$ cat src/rtl/video_consts.svh
`ifndef VIDEO_CONSTS_SVH
`define VIDEO_CONSTS_SVH

// ------------------------------------------------------------
// Pixel format
// ------------------------------------------------------------

`define PIXEL_WIDTH 8   // Bits per pixel, one pixel per beat.

// ------------------------------------------------------------
// Image geometry
// ------------------------------------------------------------

// Counter widths for column and row.
`define IMG_WBITS 12
`define IMG_HBITS 12

`endif
$ cat src/rtl/window_pkg.sv
`include "video_consts.svh"

package window_pkg;

	// ------------------------------------------------------------
	// Window and image geometry
	// ------------------------------------------------------------

	typedef struct packed {
		logic [`IMG_WBITS-1:0] left;
		logic [`IMG_HBITS-1:0] top;
		logic [`IMG_WBITS-1:0] width;
		logic [`IMG_HBITS-1:0] height;
	} win_cfg_t;

	typedef struct packed {
		logic [`IMG_WBITS-1:0] width;
		logic [`IMG_HBITS-1:0] height;
	} img_size_t;

	// Position of the beat on the input side.
	typedef struct packed {
		logic [`IMG_HBITS-1:0] row;
		logic [`IMG_WBITS-1:0] col;
		logic                  sof;   // Beat carries tuser.
	} pixel_pos_t;

endpackage

$ cat src/rtl/video_stream_pkg.sv
`include "video_consts.svh"

package video_stream_pkg;

	// ------------------------------------------------------------
	// One beat of the pixel stream
	// ------------------------------------------------------------

	// Valid and ready travel beside the beat, not inside it.
	typedef struct packed {
		logic [`PIXEL_WIDTH-1:0] data;
		logic                    user;   // First pixel of a frame.
		logic                    last;   // Last pixel of a row.
	} axis_beat_t;

endpackage

$ cat src/rtl/video_window_top.sv
`timescale 1ns/1ns

module video_window_top (
	input  logic                         clk,
	input  logic                         resetn,
	input  video_stream_pkg::axis_beat_t s_beat,
	input  logic                         s_valid,
	output logic                         s_ready,
	output video_stream_pkg::axis_beat_t m_beat,
	output logic                         m_valid,
	input  logic                         m_ready,
	input  window_pkg::win_cfg_t         win_cfg,
	input  window_pkg::img_size_t        img_size
);

	logic                   s_fire;
	window_pkg::pixel_pos_t pos;
	window_pkg::win_cfg_t   eff_cfg;

	assign s_fire = s_valid && s_ready;   // Input handshake.

	// ------------------------------------------------------------
	// Position and window of the current beat
	// ------------------------------------------------------------

	video_pos_counter video_pos_counter_inst (
		.clk    (clk),
		.resetn (resetn),
		.s_fire (s_fire),
		.s_user (s_beat.user),
		.s_last (s_beat.last),
		.pos    (pos)
	);

	window_cfg_latch window_cfg_latch_inst (
		.clk      (clk),
		.resetn   (resetn),
		.s_fire   (s_fire),
		.sof      (pos.sof),
		.win_cfg  (win_cfg),
		.img_size (img_size),
		.eff_cfg  (eff_cfg)
	);

	// ------------------------------------------------------------
	// Crop
	// ------------------------------------------------------------

	axis_window axis_window_inst (
		.clk     (clk),
		.resetn  (resetn),
		.s_beat  (s_beat),
		.s_valid (s_valid),
		.s_ready (s_ready),
		.pos     (pos),
		.eff_cfg (eff_cfg),
		.m_beat  (m_beat),
		.m_valid (m_valid),
		.m_ready (m_ready)
	);

endmodule

$ cat src/rtl/axis_window.sv
`timescale 1ns/1ns
`include "video_consts.svh"

module axis_window (
	input  logic                         clk,
	input  logic                         resetn,
	input  video_stream_pkg::axis_beat_t s_beat,
	input  logic                         s_valid,
	output logic                         s_ready,
	input  window_pkg::pixel_pos_t       pos,
	input  window_pkg::win_cfg_t         eff_cfg,
	output video_stream_pkg::axis_beat_t m_beat,
	output logic                         m_valid,
	input  logic                         m_ready
);

	logic [`IMG_WBITS:0]          col_end;    // left + width
	logic [`IMG_HBITS:0]          row_end;    // top + height
	logic [`IMG_WBITS:0]          col_next;
	logic                         in_cols;
	logic                         in_rows;
	logic                         keep;
	logic                         first_pix;
	logic                         row_end_pix;
	logic                         load;
	video_stream_pkg::axis_beat_t out_beat;
	video_stream_pkg::axis_beat_t beat_q;
	logic                         valid_q;

	// ------------------------------------------------------------
	// Window bounds
	// ------------------------------------------------------------

	// One extra bit so the sums cannot wrap.
	assign col_end  = {1'b0, eff_cfg.left} + eff_cfg.width;
	assign row_end  = {1'b0, eff_cfg.top} + eff_cfg.height;
	assign col_next = {1'b0, pos.col} + 1'b1;

	// ------------------------------------------------------------
	// Keep or drop
	// ------------------------------------------------------------

	assign in_cols = (pos.col >= eff_cfg.left) && ({1'b0, pos.col} < col_end);
	assign in_rows = (pos.row >= eff_cfg.top) && ({1'b0, pos.row} < row_end);
	assign keep    = in_cols && in_rows;

	// Markers of the cropped frame. Only looked at when keep is set.
	assign first_pix   = (pos.row == eff_cfg.top) && (pos.col == eff_cfg.left);
	assign row_end_pix = (col_next == col_end);

	always_comb begin
		out_beat.data = s_beat.data;
		out_beat.user = first_pix;
		out_beat.last = row_end_pix;
	end

	// ------------------------------------------------------------
	// Output register
	// ------------------------------------------------------------

	// Free when empty or when its beat leaves in this cycle.
	assign s_ready = !valid_q || m_ready;
	assign load    = s_valid && s_ready && keep;

	always_ff @(posedge clk) begin
		if (!resetn)
			valid_q <= 1'b0;
		else if (s_ready)
			valid_q <= s_valid && keep;   // Dropped beats leave it empty.
	end

	always_ff @(posedge clk) begin
		if (load)
			beat_q <= out_beat;
	end

	assign m_beat  = beat_q;
	assign m_valid = valid_q;

	// A stalled beat must wait unchanged.
	a_hold_under_stall: assert property (
		@(posedge clk) disable iff (!resetn)
		m_valid && !m_ready |=> m_valid && $stable(m_beat)
	) else $error("axis_window: output beat changed while stalled");

endmodule

$ cat src/rtl/window_cfg_latch.sv
`timescale 1ns/1ns
`include "video_consts.svh"

module window_cfg_latch (
	input  logic                  clk,
	input  logic                  resetn,
	input  logic                  s_fire,
	input  logic                  sof,
	input  window_pkg::win_cfg_t  win_cfg,
	input  window_pkg::img_size_t img_size,
	output window_pkg::win_cfg_t  eff_cfg
);

	window_pkg::win_cfg_t  clamped;
	window_pkg::win_cfg_t  cfg_q;
	logic [`IMG_WBITS-1:0] room_w;
	logic [`IMG_HBITS-1:0] room_h;
	logic                  empty;
	logic [`IMG_WBITS:0]   right_edge;
	logic [`IMG_HBITS:0]   bottom_edge;

	// ------------------------------------------------------------
	// Clamp the request to the image
	// ------------------------------------------------------------

	assign empty = (win_cfg.left >= img_size.width) ||
		(win_cfg.top >= img_size.height) ||
		(win_cfg.width == '0) ||
		(win_cfg.height == '0);

	// Only meaningful when the window is not empty.
	assign room_w = img_size.width - win_cfg.left;
	assign room_h = img_size.height - win_cfg.top;

	always_comb begin
		if (empty) begin
			clamped = '0;   // Zero size keeps nothing.
		end else begin
			clamped.left   = win_cfg.left;
			clamped.top    = win_cfg.top;
			clamped.width  = (win_cfg.width < room_w) ? win_cfg.width : room_w;
			clamped.height = (win_cfg.height < room_h) ? win_cfg.height : room_h;
		end
	end

	// ------------------------------------------------------------
	// Hold for the frame
	// ------------------------------------------------------------

	// The start-of-frame beat already needs the new window.
	assign eff_cfg = sof ? clamped : cfg_q;

	always_ff @(posedge clk) begin
		if (!resetn)
			cfg_q <= '0;
		else if (s_fire && sof)
			cfg_q <= clamped;
	end

	assign right_edge  = {1'b0, cfg_q.left} + cfg_q.width;
	assign bottom_edge = {1'b0, cfg_q.top} + cfg_q.height;

	a_cfg_inside_image: assert property (
		@(posedge clk) disable iff (!resetn)
		s_fire && sof |=> (right_edge <= $past(img_size.width)) &&
			(bottom_edge <= $past(img_size.height))
	) else $error("window_cfg_latch: stored window extends past the image");

endmodule

$ cat src/rtl/video_pos_counter.sv
`timescale 1ns/1ns
`include "video_consts.svh"

module video_pos_counter (
	input  logic                   clk,
	input  logic                   resetn,
	input  logic                   s_fire,
	input  logic                   s_user,
	input  logic                   s_last,
	output window_pkg::pixel_pos_t pos
);

	logic [`IMG_HBITS-1:0] row_q;
	logic [`IMG_WBITS-1:0] col_q;
	logic [`IMG_HBITS-1:0] row_cur;
	logic [`IMG_WBITS-1:0] col_cur;

	// ------------------------------------------------------------
	// Position of the beat now on the input
	// ------------------------------------------------------------

	// A tuser beat is the origin, whatever the counters hold.
	assign row_cur = s_user ? '0 : row_q;
	assign col_cur = s_user ? '0 : col_q;

	assign pos.row = row_cur;
	assign pos.col = col_cur;
	assign pos.sof = s_user;

	// ------------------------------------------------------------
	// Advance on every accepted beat
	// ------------------------------------------------------------

	always_ff @(posedge clk) begin
		if (!resetn) begin
			row_q <= '0;
			col_q <= '0;
		end else if (s_fire) begin
			if (s_last) begin
				row_q <= row_cur + 1'b1;   // Next row.
				col_q <= '0;
			end else begin
				row_q <= row_cur;
				col_q <= col_cur + 1'b1;
			end
		end
	end

	// Rows longer than the counter would wrap and alias the window.
	a_col_in_range: assert property (
		@(posedge clk) disable iff (!resetn)
		s_fire && !s_last |=> col_q != {`IMG_WBITS{1'b1}}
	) else $error("video_pos_counter: column counter reached its limit");

endmodule

$ cat config.mk
export PLATFORM = sky130hd
export DESIGN_NAME = video_window_top
export DESIGN_NICKNAME = d
export VERILOG_FILES = /design/src/rtl/window_pkg.sv /design/src/rtl/video_stream_pkg.sv /design/src/rtl/video_window_top.sv /design/src/rtl/axis_window.sv /design/src/rtl/window_cfg_latch.sv /design/src/rtl/video_pos_counter.sv
export VERILOG_INCLUDE_DIRS = /design/src /design/src/rtl
export SDC_FILE = /design/constraint.sdc
export NUM_CORES = 1
export LEC_CHECK = 0
export BUFFER_PORTS_ARGS = -buffer_cell sky130_fd_sc_hd__buf_2
export CORE_MARGIN = 4
export CORE_UTILIZATION = 40
export CTS_CLUSTER_DIAMETER = 200
export DETAILED_ROUTE_END_ITERATION = 10
export GPL_TIMING_DRIVEN = 0
export MAX_ROUTING_LAYER = met4
export PLACE_DENSITY = 0.62
export RECOVER_POWER = 50
export SLEW_MARGIN = 20
export SYNTH_ARGS = -nofsm -noshare
export SYNTH_HDL_FRONTEND = slang
export SYNTH_SLANG_ARGS = --single-unit
$ cat constraint.sdc
create_clock -name clk -period 10 [get_ports clk]
set_input_delay 1 -clock clk [delete_from_list [all_inputs] [get_ports clk]]
set_output_delay 1 -clock clk [all_outputs]
set_load 0.02 [all_outputs]
==> results of run 1 <==
power breakdown:
group	leakage, nW	switching [mW]	internal (mW)	total [mW]
Combinational	3.68	0.236	0.150	0.385
Clock	0.139	0.152	0.193	0.345
Sequential	0.681	0.00354	0.348	0.352
per-layer routing:
| layer | part of all wire | routed length, um |
|---|---|---|
| met4 | 0.021 | 545 |
| met1 | 0.45 | 11500 |
| met5 | 0 | 0 |
| met3 | 0.047 | 1200 |
| met2 | 0.48 | 12200 |
placed cells by master (no fill, tap or decap), drive strengths merged, types with 30 or more instances in the layout:
cell	count
nor2	41
clkbuf	54
nand2	128
xor2	32
buf	92
nor2b	40
ha	119
inv	81
a21oi	47
dfxtp	73
o21ai	73
nand3	31
a21o	30
critical path, delay by kind of cell:
family	cells	cell delay, ps
compound gates	16	4230
buf+inv	3	490
simple gates	3	270
mux	1	490
xor+xnor	2	330
fa+ha+maj	5	1400
final cells by class:
type                    count  area [um^2]
plain buffers              41          206
clock buffers               9          225
clock inverters             7         67.6
fillers                  2165        11400
inverters                  80          300
multi-input cells         836         6170
flip-flops and latches     83         1760
well taps                 275          344
repair buffers             96          464
through the flow:
stage / total power [mW] / cells / setup slack, ps / util / cell area (um^2)
after floorplan: 0.625 / 1040 / 2600 / - / 8480
final: 1.08 / 1427 / 1780 / 0.455 / 9540
after detailed placement: 0.743 / 1411 / 1470 / 0.444 / 9310
after global placement: 0.740 / 1411 / 1480 / 0.444 / 9310
after CTS: 1.09 / 1427 / 1820 / 0.458 / 9600
after global routing: 1.14 / 1427 / 1150 / 0.455 / 9540
sequential cells by signal (all words and copies together) (netlist names):
register / count
axis_window_inst.m_beat: 10
axis_window_inst.m_valid: 1
video_pos_counter_inst.col_q: 12
video_pos_counter_inst.row_q: 12
window_cfg_latch_inst.cfg_q: 48
cells by family (layout without fill, tap and decap cells):
| kind of cell | after synthesis | after routing | synth area share |
|---|---|---|---|
| AND/OR/NAND/NOR | 342 | 342 | 0.198 |
| AO/OA/AOI/OAI | 290 | 290 | 0.252 |
| adder cells (fa/ha/maj) | 123 | 123 | 0.185 |
| buffers and inverters | 121 | 233 | 0.0618 |
| flip-flops | 83 | 83 | 0.208 |
| XOR/XNOR | 62 | 62 | 0.0708 |
| multiplexers | 19 | 19 | 0.0240 |
how the worst min path moves through the flow:
stage                                               start                              end  slack (ps)  cells past startpoint
final                      window_cfg_latch_inst.cfg_q[9]   window_cfg_latch_inst.cfg_q[9]         450                      2
after global routing      window_cfg_latch_inst.cfg_q[22]  window_cfg_latch_inst.cfg_q[22]         480                      2
after CTS                  window_cfg_latch_inst.cfg_q[9]   window_cfg_latch_inst.cfg_q[9]         460                      2
after detailed placement  window_cfg_latch_inst.cfg_q[35]  window_cfg_latch_inst.cfg_q[35]         440                      2
after global placement    window_cfg_latch_inst.cfg_q[23]  window_cfg_latch_inst.cfg_q[23]         430                      2
after floorplan            window_cfg_latch_inst.cfg_q[6]   window_cfg_latch_inst.cfg_q[6]         420                      2
==> qor.tcl, run 1 <==
set qor(run_status) {finished, violations left}
set qor(failed_checks) {max-capacitance violations, max-slew violations}
set qor(viasPerCell) 5.54
set qor(timing.setup.tns_ps) 0
set qor(worstSetupStartpointType) {input pin}
set qor(netlist_area_um2) 8480
set qor(pwrdens_nw_per_um2) 113
set qor(core_area_um2) 21000
set qor(fin_hold_ws_ps) 455
set qor(grt_setup_unrepaired) {false}
set qor(post-synth-top-area-cell) {sky130_fd_sc_hd__ha_1}
set qor(fp.dieW_um) 154
set qor(final.min_clock_period_ps) 8220
set qor(num_vias) 7912
set qor(ys_ff_latch) 83
set qor(rows) 53
set qor(drcViolationCount) 0
set qor(post_cts_resized) 0
set qor(finClkSkew_ps) 6.85
set qor(grt_first_pass_wirelength_mm) 39.9
set qor(crit_fanout) 11
set qor(max-clock-path-buffers) 2
set qor(ctsHtreeMaxLevel) 3
set qor(r2r_slack_ps) 5710
set qor(rr_worst_depth) 14
set qor(relSlewSlack) -0.0443
set qor(final_hold_viol_count) 0
set qor(die-area_um2) 23600
set qor(floorplan.initialDensity) 0.405
set qor(detail-route-antenna-nets) 0
set qor(buffer_ports.inserted) 96
set qor(synthesis.instances) 1040
set qor(first_global_vias) 7557
set qor(worst_r2r_endpoint) {axis_window_inst.m_beat[8]}
set qor(gpl.final_weighted_congestion) 0.921
set qor(crit_path_most_repeated_cell) {sky130_fd_sc_hd__ha_1}
set qor(achievable-frequency_mhz) 122
set qor(grt_start_max_net_pins) 15
set qor(grt_usage) 0.217
set qor(synth_top_area_frac) 0.176
set qor(route.final.wire_length_mm) 25.5
set qor(grt_antenna_before_repair) 1
set qor(drt-initial-drc-count) 526
set qor(areaGrowthSynthToFinish_pct) 12.5
set qor(setup.worst_path.start) {win_cfg[24]}
set qor(most_area_consuming_cells_after_synthesis) {sky130_fd_sc_hd__ha_1 18%, sky130_fd_sc_hd__dfxtp_1 17%, sky130_fd_sc_hd__nand2_1 5.7%, sky130_fd_sc_hd__edfxtp_1 3.5%, sky130_fd_sc_hd__inv_1 3.5%}
set qor(ys_seq_area_frac) 0.208
set qor(gr_ovfl_total) 0
set qor(clkTransAtPathRegs_ps) 60
set qor(synth_commonest_cells) {128 x sky130_fd_sc_hd__nand2_1, 119 x sky130_fd_sc_hd__ha_1, 80 x sky130_fd_sc_hd__inv_1, 73 x sky130_fd_sc_hd__dfxtp_1, 47 x sky130_fd_sc_hd__a21oi_1}
set qor(drive_gt1_frac) 0.141
set qor(cts_root_buffer) {sky130_fd_sc_hd__clkbuf_16}
set qor(count_of_tritonroute_iterations_in_the_first_routing_pass) 5
set qor(place_hpwl_mm) 20.9
set qor(synthesis.yosys.warnings) 0
set qor(max_cap_viols) 1
set qor(inserted_clock_buffers) 9
set qor(mappedNetlistNets) 1249
set qor(global_route_met3_usage) 0.0273
set qor(critical-path-slowest-cell) {sky130_fd_sc_hd__a221oi_2}
set qor(finalSetupViolations) 0
set qor(insertedDiodeCount) 0
set qor(synthDistinctLibCells) 77
set qor(post-cts-setup-buffers) 0
set qor(tritoncts_num_sinks) 83
set qor(r2r-start) {window_cfg_latch_inst.cfg_q[37]}
set qor(syn_area_per_cell_um2) 8.15
set qor(die_height_um) 154
set qor(worst_hold_path_type) {flop to flop}
set qor(cts-hold-fix-buffers) 0
set qor(cp.required_ps) 10010
set qor(crit_type) {input pin to flop}
set qor(synthMostInstantiatedCell) {sky130_fd_sc_hd__nand2_1}
set qor(wl_per_cell_um) 17.8
set qor(drv_slew) 6
set qor(critPathMaxStageDelay_ps) 510
set qor(peakVddDrop_mv) 0.0734
set qor(ys_async_sr_fraction) 0
set qor(power.static_leakage_nw) 4.50
set qor(tritoncts) {done}
set qor(final_net_count) 1356
set qor(worst_skew_pair.late_latency_ps) 360
set qor(endpoint_kind) {flop}
set qor(ys_dominant_reg_cell) {sky130_fd_sc_hd__dfxtp_1}
set qor(synth_edf_count) 10
set qor(grt_util_met1) 0.283
set qor(post-route-period-util) 0.822
set qor(arrival_time_of_data_at_the_critical_path_endpoint_ps) 8220
set qor(grt_most_used_layer) {met2}
set qor(worstSetupEndpoint) {axis_window_inst.m_beat[8]}
set qor(grt_util_met2) 0.356
set qor(io_pins) 98
set qor(tightestPinTransition_ps) 1550
(Power assumes the default switching activity.)
==> run 2, diff against run 1 <==
Settings changed: ABC_AREA set to 1, PLACE_DENSITY 0.62 to 0.64.
Clock period 10 ns to 6.75 ns, I/O delays scaled along.
==> qor.tcl, run 2 <==
set qor(ys_seq_area_frac) 0.189
set qor(power.static_leakage_nw) 5.29
set qor(critPathMaxStageDelay_ps) 450
set qor(first_global_vias) 8746
set qor(final_critical_path_setup_slack_ps) 488
set qor(cts_root_buffer) {sky130_fd_sc_hd__clkbuf_16}
set qor(worst_hold_path_type) {flop to flop}
set qor(viasPerCell) 4.84
set qor(fillerInstances) 2417
set qor(rows) 55
set qor(wl_per_cell_um) 12.9
set qor(layout_common_cells) {433 x sky130_fd_sc_hd__nand2_1, 204 x sky130_fd_sc_hd__nor2_1, 203 x sky130_fd_sc_hd__inv_1, 119 x sky130_fd_sc_hd__ha_1, 98 x sky130_fd_sc_hd__o21ai_0}
set qor(timing.setup.tns_ps) 0
set qor(post-route-period-util) 0.928
set qor(finalSetupViolations) 0
set qor(synthDistinctLibCells) 42
set qor(synth_top_area_frac) 0.173
set qor(insertedDiodeCount) 0
set qor(route.final.wire_length_mm) 25.2
set qor(worst_r2r_endpoint) {axis_window_inst.m_beat[1]}
set qor(count_of_tritonroute_iterations_in_the_first_routing_pass) 5
set qor(final_hold_viol_count) 0
set qor(crit_type) {input pin to flop}
set qor(gr_ovfl_total) 0
set qor(drt-initial-drc-count) 476
set qor(die-area_um2) 25800
set qor(grt_setup_unrepaired) {false}
set qor(post-synth-top-area-cell) {sky130_fd_sc_hd__nand2_1}
set qor(die_height_um) 161
set qor(syn_area_per_cell_um2) 6.12
set qor(most_area_consuming_cells_after_synthesis) {sky130_fd_sc_hd__nand2_1 17%, sky130_fd_sc_hd__ha_1 16%, sky130_fd_sc_hd__dfxtp_1 16%, sky130_fd_sc_hd__inv_1 8.2%, sky130_fd_sc_hd__nor2_1 8.2%}
set qor(pwrdens_nw_per_um2) 168
set qor(critical-path-slowest-cell) {sky130_fd_sc_hd__fa_1}
set qor(place_worst_setup_slack_ps) -49.8
set qor(peakVddDrop_mv) 0.126
set qor(combinationalPowerShare) 0.391
set qor(final.min_clock_period_ps) 6260
set qor(crit_path_most_repeated_cell) {sky130_fd_sc_hd__nand2_1}
set qor(final_area_um2) 10500
set qor(mostFrequentLayoutCell) {sky130_fd_sc_hd__nand2_1}
set qor(largest_reg_flops) 48
set qor(netlist_area_um2) 9330
set qor(finClkSkew_ps) 7.73
set qor(mappedNetlistNets) 1734
set qor(ys_dominant_reg_cell) {sky130_fd_sc_hd__dfxtp_1}
set qor(grt_start_max_net_pins) 16
set qor(ctsHtreeMaxLevel) 3
set qor(detail-route-antenna-nets) 0
set qor(achievable-frequency_mhz) 160
set qor(internal_portion_of_total_power_mw) 1.09
set qor(arrival_time_of_data_at_the_critical_path_endpoint_ps) 6320
set qor(tightestPinTransition_ps) 739
set qor(inserted_clock_buffers) 9
set qor(regMostFlops) {window_cfg_latch_inst.cfg_q}
set qor(ys_async_sr_fraction) 0
set qor(cp.required_ps) 6810
set qor(p_switching_uw) 677
set qor(place_hpwl_mm) 21.2
set qor(fp.dieW_um) 161
set qor(place.detailed.instances) 1935
set qor(num_vias) 9456
set qor(grt_first_pass_wirelength_mm) 41.2
set qor(min_to) {video_pos_counter_inst.row_q[7]}
set qor(r2r-start) {window_cfg_latch_inst.cfg_q[36]}
set qor(ys_ff_latch) 83
set qor(gpl.final_weighted_congestion) 0.907
set qor(synth_edf_count) 10
set qor(tritoncts) {done}
set qor(largest_registers) {window_cfg_latch_inst.cfg_q: 48 flops, video_pos_counter_inst.col_q: 12 flops, video_pos_counter_inst.row_q: 12 flops}
set qor(areaGrowthSynthToFinish_pct) 12.4
set qor(max-clock-path-buffers) 2
set qor(drive_gt1_frac) 0.120
set qor(post_layout_nonfiller_instances) 1953
set qor(grt_antenna_before_repair) 0
set qor(max_cap_viols) 0
set qor(clkTransAtPathRegs_ps) 70
set qor(hold_path_origin) {video_pos_counter_inst.row_q[7]}
set qor(io_pins) 98
set qor(synthMostInstantiatedCell) {sky130_fd_sc_hd__nand2_1}
set qor(synth_commonest_cells) {431 x sky130_fd_sc_hd__nand2_1, 204 x sky130_fd_sc_hd__inv_1, 203 x sky130_fd_sc_hd__nor2_1, 119 x sky130_fd_sc_hd__ha_1, 98 x sky130_fd_sc_hd__o21ai_0}
set qor(swShare) 0.383
set qor(placedInstanceArea_um2) 10200
set qor(grt_usage) 0.198
set qor(synthesis.yosys.warnings) 0
set qor(endpoint_kind) {flop}
set qor(fin_total_pwr_mw) 1.77
set qor(run_status) {finished clean}
set qor(tritoncts_num_sinks) 83
set qor(final_net_count) 1844
set qor(floorplan.initialDensity) 0.410
set qor(drcViolationCount) 0
set qor(relSlewSlack) 0.507
set qor(critical_path.top_delay_family) {simple AND/OR/NAND/NOR gates}
set qor(synthesis.instances) 1525
set qor(cp_num_buf_inv) 5
set qor(core_area_um2) 22800
set qor(power.share.clock) 0.302
set qor(worst_skew_pair.late_latency_ps) 350
set qor(hold_path_depth) 1
set qor(buffer_ports.inserted) 97
set qor(part_of_the_power_in_registers) 0.306
set qor(r2r_slack_ps) 3360
set qor(worstSetupStartpointType) {input pin}
set qor(crit_fanout) 10
set qor(drv_slew) 0
set qor(rr_worst_depth) 17
[run 2: changes by cell type in the layout (fill, tap and decap cells not counted), moves of 22 or more]
cell | before | now
sky130_fd_sc_hd__a21o_1 | 30 | 4
sky130_fd_sc_hd__a21oi_1 | 47 | 76
sky130_fd_sc_hd__a2bb2oi_1 | 22 | 0
sky130_fd_sc_hd__inv_1 | 80 | 203
sky130_fd_sc_hd__nand2_1 | 128 | 433
sky130_fd_sc_hd__nand3_1 | 31 | 74
sky130_fd_sc_hd__nor2_1 | 41 | 204
sky130_fd_sc_hd__nor2b_1 | 40 | 0
sky130_fd_sc_hd__o21ai_0 | 44 | 98
[run 2: layer usage]
metal	vias up	share of wire	GRT usage
li1	5096	-	-
met1	4126	0.49	0.265
met2	197	0.44	0.315
met3	37	0.044	0.0205
met4	0	0.027	0.0648
met5	-	0	-
[run 2: cells by family (layout without fill, tap and decap cells)]
group,Yosys count,count (layout),synth area share
xor+xnor,25,25,0.0235
flops,83,83,0.189
simple gates,814,814,0.376
buf+inv,261,376,0.113
fa+ha+maj,123,123,0.168
compound gates,219,219,0.130
[run 2: how the worst max path moves through the flow]
stage | depth (start not counted) | startpoint | slack, ps | end
after floorplan | 33 | win_cfg[40] | 1080 | axis_window_inst.m_beat[0]
after global placement | 34 | win_cfg[40] | 30 | axis_window_inst.m_beat[0]
after detailed placement | 34 | win_cfg[40] | -50 | axis_window_inst.m_beat[0]
after CTS | 34 | win_cfg[40] | 320 | axis_window_inst.m_beat[5]
after global routing | 35 | win_cfg[40] | 40 | axis_window_inst.m_beat[1]
final | 35 | win_cfg[40] | 490 | axis_window_inst.m_beat[1]
[run 2: power groups by stage]
stage / logic, mW / clock network [mW] / registers, mW
after floorplan: 0.509 / 0 / 0.558
after global placement: 0.679 / 0 / 0.551
after detailed placement: 0.692 / 0 / 0.552
after CTS: 0.695 / 0.541 / 0.541
after global routing: 0.794 / 0.560 / 0.544
final: 0.692 / 0.534 / 0.541
[run 2: area by class of cell]
class	instances	area (um^2)	share of cell area
Multi-Input combinational cell	1181	6490	0.619
Tap cell	313	392	0.0373
Sequential cell	83	1760	0.168
Timing Repair inverter	1	7.51	0.000716
Buffer	45	225	0.0215
Timing Repair Buffer	98	477	0.0454
Clock buffer	10	250	0.0239
Clock inverter	6	68.8	0.00656
Inverter	216	815	0.0777
[run 2: timing repair]
action / 4_1_cts / 5_1_grt
setup buffers: 0 / 1
endpoints found under the setup margin: 0 / 10
hold buffers: 0 / 0
gates resized for setup: 0 / 2
hold endpoints to repair: 0 / 0
[run 2: per-stage QoR]
step           utilization  hold slack (ps)
2_1_floorplan            -              434
3_3_place_gp         0.448              458
3_5_place_dp         0.448              459
4_1_cts              0.462              469
5_1_grt              0.460              477
6_report             0.460              466
